## src/periph_regs_pkg.sv

```systemverilog
// ======================================================================
// Address map of the peripheral bus and register layouts of the slaves.
// ======================================================================

package periph_regs_pkg;

	// 4 KiB slots, decoded from the top nibble of paddr
	localparam logic [15:0] SLOT_MASK = 16'hf000;
	localparam logic [15:0] GPIO_BASE = 16'h0000;
	localparam logic [15:0] PWM_BASE  = 16'h1000;

	localparam int N_SLOTS = 2;

	typedef enum logic {
		SLOT_GPIO = 1'b0,
		SLOT_PWM  = 1'b1
	} slot_e;

	// GPIO register offsets within the slot
	localparam logic [11:0] REG_GPIO_OUT = 12'h000;
	localparam logic [11:0] REG_GPIO_OE  = 12'h004;
	localparam logic [11:0] REG_GPIO_IN  = 12'h008; // Read only

	// PWM register offsets within the slot
	localparam logic [11:0] REG_PWM_CTRL = 12'h000;
	localparam logic [11:0] REG_PWM_DUTY = 12'h004;

	// CTRL: en in bit 8, prescale divider in bits 7:0
	typedef struct packed {
		logic       en;
		logic [7:0] div;
	} pwm_ctrl_t;

endpackage

```

## src/periph_bus_pkg.sv

```systemverilog
// ======================================================================
// Peripheral bus types shared by the bridge, the splitter and the slaves.
// Modules import this inside their body and use scoped names on ports.
// ======================================================================

package periph_bus_pkg;

	localparam int W_PADDR = 16;
	localparam int W_DATA  = 32;

	typedef enum logic {
		OP_READ  = 1'b0,
		OP_WRITE = 1'b1
	} bus_op_e;

	// Host side, single-cycle strobes in both directions
	typedef struct packed {
		logic               valid;
		bus_op_e            op;
		logic [W_PADDR-1:0] addr;
		logic [W_DATA-1:0]  wdata;
	} host_req_t;

	typedef struct packed {
		logic              valid;
		logic              err;
		logic [W_DATA-1:0] rdata;
	} host_rsp_t;

	// Two-phase peripheral bus, no wait states
	typedef struct packed {
		logic               psel;
		logic               penable;
		logic               pwrite;
		logic [W_PADDR-1:0] paddr;
		logic [W_DATA-1:0]  pwdata;
	} apb_req_t;

	typedef struct packed {
		logic [W_DATA-1:0] prdata;
		logic              pslverr;
	} apb_rsp_t;

endpackage
```

## src/periph_core.sv

```systemverilog
// ======================================================================
// Peripheral subsystem top level. A host request port drives the bridge,
// which reaches the GPIO and backlight PWM through the splitter.
// ======================================================================

`timescale 1ns/1ps

module periph_core #(
	parameter int N_PADS    = 11,
	parameter int W_PWM_CTR = 8
) (
	input  logic                      clk_sys,
	input  logic                      reset,
	input  periph_bus_pkg::host_req_t host_req,
	output periph_bus_pkg::host_rsp_t host_rsp,
	output logic                      busy,
	input  logic [N_PADS-1:0]         padin,
	output logic [N_PADS-1:0]         padout,
	output logic [N_PADS-1:0]         padoe,
	output logic                      pwm_out
);

	import periph_bus_pkg::*;
	import periph_regs_pkg::*;

	apb_req_t bridge_req;
	apb_rsp_t bridge_rsp;
	apb_req_t slot_req [N_SLOTS];
	apb_rsp_t slot_rsp [N_SLOTS];

	apb_bridge_fsm u_bridge (
		.clk_sys  (clk_sys),
		.reset    (reset),
		.host_req (host_req),
		.host_rsp (host_rsp),
		.busy     (busy),
		.apb_req  (bridge_req),
		.apb_rsp  (bridge_rsp)
	);

	apb_splitter u_splitter (
		.apb_req  (bridge_req),
		.apb_rsp  (bridge_rsp),
		.slot_req (slot_req),
		.slot_rsp (slot_rsp)
	);

	gpio_regs #(
		.N_PADS (N_PADS)
	) u_gpio (
		.clk_sys (clk_sys),
		.reset   (reset),
		.apb_req (slot_req[SLOT_GPIO]),
		.apb_rsp (slot_rsp[SLOT_GPIO]),
		.padin   (padin),
		.padout  (padout),
		.padoe   (padoe)
	);

	pwm_timer #(
		.W_PWM_CTR (W_PWM_CTR)
	) u_pwm (
		.clk_sys (clk_sys),
		.reset   (reset),
		.apb_req (slot_req[SLOT_PWM]),
		.apb_rsp (slot_rsp[SLOT_PWM]),
		.pwm_out (pwm_out)
	);

endmodule

```

## src/pwm_timer.sv

```systemverilog
// ======================================================================
// Backlight PWM. A prescaler steps a free-running counter every div+1
// cycles; the output is high while the count is below DUTY.
// Program DUTY and DIV, then set EN.
// ======================================================================

`timescale 1ns/1ps

module pwm_timer #(
	parameter int W_PWM_CTR = 8
) (
	input  logic                     clk_sys,
	input  logic                     reset,
	input  periph_bus_pkg::apb_req_t apb_req,
	output periph_bus_pkg::apb_rsp_t apb_rsp,
	output logic                     pwm_out
);

	import periph_bus_pkg::*;
	import periph_regs_pkg::*;

	logic [11:0]          offset;
	logic                 wen;
	pwm_ctrl_t            ctrl_q;
	logic [W_PWM_CTR-1:0] duty_q;
	logic [7:0]           presc_q;
	logic [W_PWM_CTR-1:0] ctr_q;

	assign offset = apb_req.paddr[11:0];
	assign wen    = apb_req.psel && apb_req.penable && apb_req.pwrite;

	// ==================================================================
	// Registers
	// ==================================================================

	always_ff @(posedge clk_sys) begin
		if (reset) begin
			ctrl_q <= '0;
		end else if (wen && offset == REG_PWM_CTRL) begin
			ctrl_q <= pwm_ctrl_t'(apb_req.pwdata[$bits(pwm_ctrl_t)-1:0]);
		end
	end

	always_ff @(posedge clk_sys) begin
		if (wen && offset == REG_PWM_DUTY)
			duty_q <= apb_req.pwdata[W_PWM_CTR-1:0];
	end

	always_comb begin
		apb_rsp.pslverr = 1'b0;
		case (offset)
			REG_PWM_CTRL: apb_rsp.prdata = W_DATA'(ctrl_q);
			REG_PWM_DUTY: apb_rsp.prdata = W_DATA'(duty_q);
			default:      apb_rsp.prdata = '0;
		endcase
	end

	// ==================================================================
	// Counter and compare
	// ==================================================================

	always_ff @(posedge clk_sys) begin
		if (reset || !ctrl_q.en) begin
			presc_q <= '0;
			ctr_q   <= '0;
			pwm_out <= 1'b0;
		end else begin
			if (presc_q == ctrl_q.div) begin
				presc_q <= '0;
				ctr_q   <= ctr_q + 1'b1; // Wraps after 2^W_PWM_CTR steps
			end else begin
				presc_q <= presc_q + 1'b1;
			end
			pwm_out <= (ctr_q < duty_q);
		end
	end

endmodule

```

## src/gpio_regs.sv

```systemverilog
// ======================================================================
// GPIO pad registers on the peripheral bus. OUT and OE drive the pads,
// IN reads back the pads through a two-flop synchronizer.
// ======================================================================

`timescale 1ns/1ps

module gpio_regs #(
	parameter int N_PADS = 11
) (
	input  logic                     clk_sys,
	input  logic                     reset,
	input  periph_bus_pkg::apb_req_t apb_req,
	output periph_bus_pkg::apb_rsp_t apb_rsp,
	input  logic [N_PADS-1:0]        padin,
	output logic [N_PADS-1:0]        padout,
	output logic [N_PADS-1:0]        padoe
);

	import periph_bus_pkg::*;
	import periph_regs_pkg::*;

	logic [11:0]       offset;
	logic              wen;
	logic [N_PADS-1:0] out_q;
	logic [N_PADS-1:0] oe_q;
	logic [N_PADS-1:0] in_meta;
	logic [N_PADS-1:0] in_q;

	assign offset = apb_req.paddr[11:0];
	assign wen    = apb_req.psel && apb_req.penable && apb_req.pwrite;

	always_ff @(posedge clk_sys) begin
		if (reset) begin
			out_q <= '0;
			oe_q  <= '0;
		end else if (wen) begin
			case (offset)
				REG_GPIO_OUT: out_q <= apb_req.pwdata[N_PADS-1:0];
				REG_GPIO_OE:  oe_q  <= apb_req.pwdata[N_PADS-1:0];
				default:      ; // IN and holes ignore writes
			endcase
		end
	end

	// Pads are asynchronous to clk_sys
	always_ff @(posedge clk_sys) begin
		in_meta <= padin;
		in_q    <= in_meta;
	end

	always_comb begin
		apb_rsp.pslverr = 1'b0;
		case (offset)
			REG_GPIO_OUT: apb_rsp.prdata = W_DATA'(out_q);
			REG_GPIO_OE:  apb_rsp.prdata = W_DATA'(oe_q);
			REG_GPIO_IN:  apb_rsp.prdata = W_DATA'(in_q);
			default:      apb_rsp.prdata = '0;
		endcase
	end

	assign padout = out_q;
	assign padoe  = oe_q;

endmodule

```

## src/apb_splitter.sv

```systemverilog
// ======================================================================
// Peripheral bus address splitter. Routes each transfer to the slave
// whose 4 KiB slot matches, and flags an error for unmapped addresses.
// ======================================================================

`timescale 1ns/1ps

module apb_splitter (
	input  periph_bus_pkg::apb_req_t apb_req,
	output periph_bus_pkg::apb_rsp_t apb_rsp,
	output periph_bus_pkg::apb_req_t slot_req [periph_regs_pkg::N_SLOTS],
	input  periph_bus_pkg::apb_rsp_t slot_rsp [periph_regs_pkg::N_SLOTS]
);

	import periph_bus_pkg::*;
	import periph_regs_pkg::*;

	logic [15:0]        slot_addr;
	logic [N_SLOTS-1:0] hit;

	assign slot_addr = apb_req.paddr & SLOT_MASK;

	assign hit[SLOT_GPIO] = (slot_addr == GPIO_BASE);
	assign hit[SLOT_PWM]  = (slot_addr == PWM_BASE);

	// Slaves see the full address, but only the hit one is selected
	always_comb begin
		for (int i = 0; i < N_SLOTS; i++) begin
			slot_req[i]         = apb_req;
			slot_req[i].psel    = apb_req.psel && hit[i];
			slot_req[i].penable = apb_req.penable && hit[i];
		end
	end

	// Slots are one-hot, so OR-ing the gated responses is a mux
	always_comb begin
		apb_rsp.prdata  = '0;
		apb_rsp.pslverr = ~|hit; // Nothing mapped here
		for (int i = 0; i < N_SLOTS; i++) begin
			if (hit[i]) begin
				apb_rsp.prdata  = apb_rsp.prdata | slot_rsp[i].prdata;
				apb_rsp.pslverr = apb_rsp.pslverr | slot_rsp[i].pslverr;
			end
		end
	end

endmodule

```

## src/apb_bridge_fsm.sv

```systemverilog
// ======================================================================
// Host to peripheral bus bridge. Each accepted request strobe becomes
// one setup and one access phase; the response strobe follows a cycle
// later. Requests seen while busy are dropped.
// ======================================================================

`timescale 1ns/1ps

module apb_bridge_fsm (
	input  logic                      clk_sys,
	input  logic                      reset,
	input  periph_bus_pkg::host_req_t host_req,
	output periph_bus_pkg::host_rsp_t host_rsp,
	output logic                      busy,
	output periph_bus_pkg::apb_req_t  apb_req,
	input  periph_bus_pkg::apb_rsp_t  apb_rsp
);

	import periph_bus_pkg::*;

	typedef enum logic [1:0] {
		IDLE,
		SETUP,
		ACCESS,
		RESPOND
	} state_e;

	state_e             state;
	bus_op_e            op_q;
	logic [W_PADDR-1:0] addr_q;
	logic [W_DATA-1:0]  wdata_q;
	logic [W_DATA-1:0]  rdata_q;
	logic               err_q;

	// ==================================================================
	// State sequencing
	// ==================================================================

	always_ff @(posedge clk_sys) begin
		if (reset) begin
			state <= IDLE;
		end else begin
			case (state)
				IDLE:    state <= host_req.valid ? SETUP : IDLE;
				SETUP:   state <= ACCESS;
				ACCESS:  state <= RESPOND; // Every slave completes here
				default: state <= IDLE;
			endcase
		end
	end

	// Request is latched on acceptance, response at the end of access
	always_ff @(posedge clk_sys) begin
		if (state == IDLE && host_req.valid) begin
			op_q    <= host_req.op;
			addr_q  <= host_req.addr;
			wdata_q <= host_req.wdata;
		end
		if (state == ACCESS) begin
			rdata_q <= apb_rsp.prdata;
			err_q   <= apb_rsp.pslverr;
		end
	end

	// ==================================================================
	// Outputs
	// ==================================================================

	always_comb begin
		apb_req.psel    = (state == SETUP) || (state == ACCESS);
		apb_req.penable = (state == ACCESS);
		apb_req.pwrite  = (op_q == OP_WRITE);
		apb_req.paddr   = addr_q;
		apb_req.pwdata  = wdata_q;

		host_rsp.valid  = (state == RESPOND);
		host_rsp.err    = err_q;
		host_rsp.rdata  = rdata_q;
	end

	assign busy = (state != IDLE);

endmodule

```

## config.mk

```make
export PLATFORM = sky130hd
export DESIGN_NAME = periph_core
export DESIGN_NICKNAME = d
export VERILOG_FILES = /design/src/periph_regs_pkg.sv /design/src/periph_bus_pkg.sv /design/src/periph_core.sv /design/src/pwm_timer.sv /design/src/gpio_regs.sv /design/src/apb_splitter.sv /design/src/apb_bridge_fsm.sv
export SDC_FILE = /design/constraint.sdc
export NUM_CORES = 1
export LEC_CHECK = 0
export BUFFER_PORTS_ARGS = -buffer_cell sky130_fd_sc_hd__buf_2
export CELL_PAD_IN_SITES_DETAIL_PLACEMENT = 1
export CELL_PAD_IN_SITES_GLOBAL_PLACEMENT = 2
export CORE_MARGIN = 2
export CORE_UTILIZATION = 34
export DETAILED_ROUTE_END_ITERATION = 10
export GPL_ROUTABILITY_DRIVEN = 0
export PLACE_DENSITY = 0.78
export SLEW_MARGIN = 0
export SYNTH_ARGS = -nofsm -noshare
export SYNTH_HDL_FRONTEND = slang
export SYNTH_SLANG_ARGS = --single-unit
```

## constraint.sdc

```tcl
create_clock -name clk_sys -period 3.8 [get_ports clk_sys]
set_input_delay 0.57 -clock clk_sys [delete_from_list [all_inputs] [get_ports clk_sys]]
set_output_delay 0.57 -clock clk_sys [all_outputs]
set_load 0.005 [all_outputs]
```

==> results of run 1 <==
==> cells by family (layout without fill, tap and decap cells) <==
kind of cell	after synthesis	count (layout)
simple gates	115	115
buf+inv	48	128
xor+xnor	20	20
compound gates	34	34
fa+ha+maj	12	12
other cells	1	21
flops	120	120
mux	43	43
==> power by group <==
group | internal, uW | total [uW] | leakage [uW] | switching [uW]
clock | 952 | 1570 | 0.000285 | 618
combinational | 57.1 | 147 | 0.00116 | 90.4
sequential | 1420 | 1470 | 0.00104 | 45.3
total | 2430 | 3180 | 0.00248 | 754
==> path summary, 6_finish.rpt <==
path / startpoint / to / slack [ns] / depth (start not counted)
setup reg to reg: u_bridge.addr_q[9]$_DFFE_PP_ / u_bridge.rdata_q[3]$_DFFE_PN_ / 1.20 / 5
hold reg to reg: u_gpio.in_meta[0]$_DFF_P_ / u_gpio.in_q[0]$_DFF_P_ / 0.33 / 0
hold / removal: padin[2] / u_gpio.in_meta[2]$_DFF_P_ / 0.25 / 1
setup / recovery: u_bridge.addr_q[9]$_DFFE_PP_ / u_bridge.rdata_q[3]$_DFFE_PN_ / 1.20 / 5
==> placed cells by master (no fill, tap or decap), types with 2 or more instances in the layout <==
cell        instances
inv_6               5
nand2_1             8
nor2_1             60
nand2b_1            2
clkinv_4            3
a22oi_1             7
nor4_1              5
buf_2              78
a21oi_1            14
o21ai_0             9
mux2i_1            43
xnor2_1             4
and2_1              6
dfxtp_1            72
and3_1              6
xor2_1             16
nand3_1             6
nor3_1              2
nand4_1             7
nor2b_1             3
buf_4               6
inv_1              12
edfxtp_1           48
ha_1               12
clkinvlp_4          2
conb_1             21
or4_1               2
clkbuf_16          18
clkinv_2            2
==> per-stage QoR <==
step	instance area (sq um)	total power (uW)	hold slack [ns]	setup slack (ns)	util, %
2_1_floorplan	4780	1580	0.310	1.02	-
4_1_cts	5790	3220	0.237	1.16	42.2
3_5_place_dp	5200	1650	0.313	1.22	37.9
5_1_grt	5790	3300	0.230	1.03	42.2
3_3_place_gp	5200	1630	0.311	1.22	37.9
6_report	5790	3180	0.249	1.20	42.2
==> area by class of cell <==
class,count,area (sq um)
Tap cell,180,225
Timing Repair Buffer,84,435
Fill cell,1484,7930
Sequential cell,120,2880
Clock inverter,14,136
Inverter,12,45.0
Clock buffer,18,450
Multi-Input combinational cell,245,1610
==> critical path: stages, from the launching register on <==
cell	delay [ns]
edfxtp_1	0.35
or4_1	0.57
or4_4	0.61
nor3_2	0.58
a22oi_1	0.19
o21ai_0	0.13
==> synth_stat cells, drive strengths merged <==
| library cell | number |
|---|---|
| nor2b | 3 |
| xnor2 | 4 |
| or3 | 1 |
| a221o | 1 |
| nor4 | 7 |
| a21o | 1 |
| and4 | 1 |
| conb | 1 |
| clkdlybuf4s15 | 1 |
| edfxtp | 48 |
| dfxtp | 72 |
| o21ai | 9 |
| nand4 | 7 |
| xor2 | 16 |
| and2 | 6 |
| nand2 | 8 |
| or2b | 1 |
| buf | 24 |
| a21oi | 14 |
| nand2b | 2 |
| nor2 | 60 |
| a211oi | 1 |
| a22oi | 7 |
| nand3 | 6 |
| a31o | 1 |
| or4 | 3 |
| mux2i | 43 |
| inv | 12 |
| nor3 | 3 |
| and3 | 6 |
| or2 | 1 |
| ha | 12 |
| clkbuf | 11 |
==> flip-flops by register name (all words and copies together), names as in the netlist <==
register / flops
u_pwm.ctr_q: 8
u_bridge.err_q: 1
u_gpio.padoe: 11
u_pwm.presc_q: 8
u_gpio.padout: 11
u_bridge.rdata_q: 11
u_bridge.addr_q: 16
u_bridge.wdata_q: 11
u_gpio.in_q: 11
u_pwm.pwm_out: 1
u_gpio.in_meta: 11
u_bridge.op_q: 1
u_pwm.ctrl_q: 9
u_pwm.duty_q: 8
u_bridge.state: 2
==> routing by layer <==
| layer | vias up | track usage (%) | share of wire, % |
|---|---|---|---|
| met1 | 1566 | 18.4 | 44 |
| met2 | 73 | 27.6 | 51 |
| li1 | 1506 | - | - |
| met3 | 11 | 5.29 | 3.7 |
| met4 | 0 | 5.24 | 1.1 |
| met5 | - | 0 | 0 |
==> run_results.csv, run 1 <==
group,metric,value,unit
sta,rsz0062_at_grt,"false",
detailed_routing,wirelength,10900,microns
cts,htree_levels,4,
detailed_routing,via_per_inst,4.69,
floorplanning,rows,43,
logic_synthesis,postSynthCellCount,393,
logic_synthesis,muxShareOfSynthArea,9.14,%
layout,layout.cells.non_filler,673,
floorplanning,start_util,34.3,%
floorplanning,design.die.area,14800,sq um
critical_path,cp.arrival,2.84,ns
placed_design,placedCellCount,641,
logic_synthesis,synth.area.top_cells,"dfxtp_1 31%, edfxtp_1 31%, mux2i_1 9.1%",
sta,setup_tns,0,ns
sta,slew_violations,0,
critical_path,end_kind,"flop",
global_route,grt_use_total,15.9,%
floorplanning,core,13700,sq um
layout,final_net_count,555,
power_and_ir_drop,leakage,0.00248,uW
cts,cts_tree,"done",
layout,drive_gt1_share,25.2,%
sta,fin_crit,2.60,ns
logic_synthesis,synth.distinct_cells,40,
logic_synthesis,ys_seq_area_share,61.2,%
logic_synthesis,synth_seq_cells,120,
logic_synthesis,synth-simple-area-share,12.3,%
hold_path,hp-class,"in2reg",
cts,cts_buffers,17,
critical_path,start_kind,"flop",
floorplanning,die_h,122,microns
detailed_routing,drt_iter0_drc,98,
logic_synthesis,yosysTopAreaCellShare,30.6,%
cts,insertion_delay,0.42,ns
sta,tightestPinTransition,1.06,ns
layout,diodes,0,
floorplanning,die_w,122,microns
logic_synthesis,yosys_warnings,0,
global_route,grt_pass1_vias,3396,
detailed_routing,drt-wirelength-per-cell,16.2,microns
sta,finalCritPeriodShare,68.4,%
cts,ctsResizeCount,0,
power_and_ir_drop,powerDensity,550,nW/um^2
power_and_ir_drop,peakVddDrop,0.000272,V
global_route,grt-ovfl-total,0,
global_route,grt_max_degree,36,
logic_synthesis,synthXorXnorAreaFrac,3.72,%
logic_synthesis,syn_area,4710,sq um
floorplanning,io_pins,121,
layout,area_growth,22.9,%
critical_path,required,4.04,ns
sta,slew_headroom,28.4,%
cts,cts_hold_buffers,0,
cts,root_buffer,"clkbuf_16",
detailed_routing,vias,3156,
logic_synthesis,postSynthAreaPerCell,12.0,sq um
status,status,"completed",
sta,max_freq,385,MHz
sta,fin_skew,0.00967,ns
cts,cts_buffer_depth,2,
logic_synthesis,synthAdderAreaFrac,3.19,%
logic_synthesis,yosys.area.top_type,"dfxtp_1",
global_route,grt_antenna_before_repair,0,
sta,setup_viol_count_final,0,
job,cap_violations,0,
detailed_routing,drc,0,
cts,clk_pin_slew,0.06,ns
logic_synthesis,synth-compound-area-share,4.28,%
critical_path,worst-path-max-fanout,8,
placed_design,port_buffers,78,
cts,post-cts-setup-buffers,0,
placed_design,dp_hpwl,7600,microns
detailed_routing,antenna_left,0,
sta,hold_viol,0,
cts,cts_num_sinks,120,
logic_synthesis,synth_top_family_by_area,"simple AND/OR/NAND/NOR gates",
detailed_routing,first_pass_iters,4,
critical_path,criticalPathCategory,"reg2reg",
global_route,grt_first_pass_wirelength,17500,microns
(Power assumes the default switching activity.)
==> run 2, diff against run 1 <==
clock period = 2.47 ns   (was 3.8 ns; I/O delays follow)
==> run 2 against run 1 <==
Compared with the run above: sequential cell count is the same; routed wire length is 2.1% higher; worst setup slack lost 1.2 ns; non-clock buffer count grew 12; via count is 1.5% higher; die area unchanged; fmax is 6.6% higher; global-route usage about the same; critical path depth is 2 higher; clock skew is 0.0010 ns higher; final cell count grew 1.8%; largest power group unchanged; highest routed layer unchanged.
==> run_results.csv, run 2 (synthesized netlist as in run 1, its figures left out) <==
group,metric,value,unit
critical_path,worst-path-max-fanout,6,
global_route,grt_first_pass_wirelength,17600,microns
sta,holdWs,0.0536,ns
sta,setup_tns,0,ns
sta,max_freq,410,MHz
power_and_ir_drop,peakVddDrop,0.000492,V
global_route,grt_pass1_vias,3335,
global_route,grt_use_total,15.9,%
cts,cts_tree,"done",
critical_path,r2r_end,"u_gpio.padoe[5]$_SDFFE_PP0P_",
detailed_routing,vias,3202,
cts,root_buffer,"clkbuf_16",
hold_path,min_path_cells,1,
layout,largest_reg_flops,16,
layout,final_net_count,567,
floorplanning,design.die.area,14800,sq um
hold_path,hold_start,"padin[3]",
critical_path,start_kind,"flop",
critical_path,required,2.75,ns
layout,drive_gt1_share,27.7,%
cts,cts_buffers,17,
floorplanning,die_h,122,microns
cts,clk_pin_slew,0.06,ns
detailed_routing,first_pass_iters,4,
detailed_routing,antenna_left,0,
power_and_ir_drop,powerDensity,863,nW/um^2
detailed_routing,drt-wirelength-per-cell,16.2,microns
sta,fin_skew,0.0107,ns
critical_path,reg2reg_slack,0.03,ns
layout,regMostFlops,"u_bridge.addr_q",
global_route,grt_max_degree,34,
job,cap_violations,0,
global_route,grt-ovfl-total,0,
placed_design,dp_hpwl,7680,microns
sta,fin_crit,2.44,ns
placed_design,port_buffers,78,
cts,insertion_delay,0.41,ns
sta,slew_violations,0,
layout,postLayoutCellArea,6000,sq um
placed_design,place_area,5300,sq um
sta,hold_viol,0,
critical_path,cp.arrival,2.72,ns
detailed_routing,via_per_inst,4.67,
critical_path,end_kind,"flop",
hold_path,hp-class,"in2reg",
sta,rsz0062_at_grt,"true",
floorplanning,start_util,34.3,%
global_route,grt_antenna_before_repair,0,
sta,setup_viol_count_final,0,
layout,fin_util,43.8,%
layout,area_growth,27.5,%
critical_path,reg2regPathDepth,7,
floorplanning,core,13700,sq um
cts,cts_num_sinks,120,
floorplanning,io_pins,121,
cts,cts_buffer_depth,2,
floorplanning,rows,43,
critical_path,timing.rr.start,"u_bridge.addr_q[5]$_DFFE_PP_",
detailed_routing,drt_iter0_drc,107,
layout,diodes,0,
power_and_ir_drop,leakage,0.00258,uW
cts,htree_levels,4,
sta,finalCritPeriodShare,98.7,%
critical_path,criticalPathCategory,"reg2reg",
power_and_ir_drop,total_power,5180,uW
status,status,"completed",
detailed_routing,wirelength,11100,microns
layout,mostFrequentLayoutCell,"buf_2",
detailed_routing,drc,0,
floorplanning,die_w,122,microns
hold_path,hold_end,"u_gpio.in_meta[3]$_DFF_P_",
layout,final_cell_mix,"78 x buf_2, 72 x dfxtp_1, 60 x nor2_1",
==> run 2: cell count changes in the layout (fill, tap and decap cells not counted), sizes merged <==
cell and change:
bufinv +2, buf +11, clkbuf +2, clkinvlp -1
inv +1, clkinv -3
==> run 2: layer usage <==
metal | up-vias | part of all wire (%) | global-route usage [%]
li1 | 1527 | - | -
met1 | 1566 | 44 | 19.5
met2 | 92 | 50 | 26.9
met3 | 17 | 4.2 | 3.84
met4 | 0 | 1.8 | 6.54
met5 | - | 0 | 0
==> run 2: cell type report <==
cell class              instances  area (sq um)
fillers                      1482          7710
flip-flops and latches        120          2880
multi-input cells             245          1630
repair buffers                 96           568
clock buffers                  19           475
well taps                     180           225
clock inverters                13           176
inverters                      12          45.0
==> run 2: power by group <==
group / leakage (uW) / switching, uW / internal [uW]
registers: 0.00104 / 48.3 / 2190
logic: 0.00123 / 162 / 96.3
clock network: 0.000317 / 956 / 1730
==> run 2: how the worst max path moves through the flow <==
stage / to / slack [ns] / from
6_report: u_gpio.padoe[5]$_SDFFE_PP0P_ / 0.03 / u_bridge.addr_q[5]$_DFFE_PP_
5_1_grt: u_gpio.padoe[5]$_SDFFE_PP0P_ / -0.09 / u_bridge.addr_q[5]$_DFFE_PP_
4_1_cts: u_gpio.padoe[5]$_SDFFE_PP0P_ / 0.01 / u_bridge.addr_q[9]$_DFFE_PP_
3_5_place_dp: u_gpio.padoe[10]$_SDFFE_PP0P_ / 0.03 / u_bridge.addr_q[9]$_DFFE_PP_
3_3_place_gp: u_gpio.padoe[1]$_SDFFE_PP0P_ / 0.09 / u_bridge.addr_q[9]$_DFFE_PP_
2_1_floorplan: u_pwm.duty_q[0]$_DFFE_PP_ / 0.005 / u_bridge.addr_q[9]$_DFFE_PP_
==> run 2: stage by stage <==
| step | instances | worst slack (ns) |
|---|---|---|
| floorplan | 413 | 0.00548 |
| global placement | 650 | 0.0886 |
| detailed placement | 650 | 0.0323 |
| CTS | 682 | 0.0110 |
| global route | 685 | -0.0900 |
| finish | 685 | 0.0322 |
==> run 2: critical path: stages (launching register included) <==
cell and delay, ns:
edfxtp_1 0.36, or4_4 0.54, or4_4 0.58, nor4_4 0.26
buf_4 0.17, buf_12 0.13, mux2i_2 0.20, nor2_1 0.07
==> run 2: timing repair <==
action                                  in CTS  in global routing
endpoints found under the setup margin       0                 11
buffers inserted                             0                  2
hold buffers                                 0                  0
gates resized for setup                      0                  3
hold endpoints to repair                     0                  0
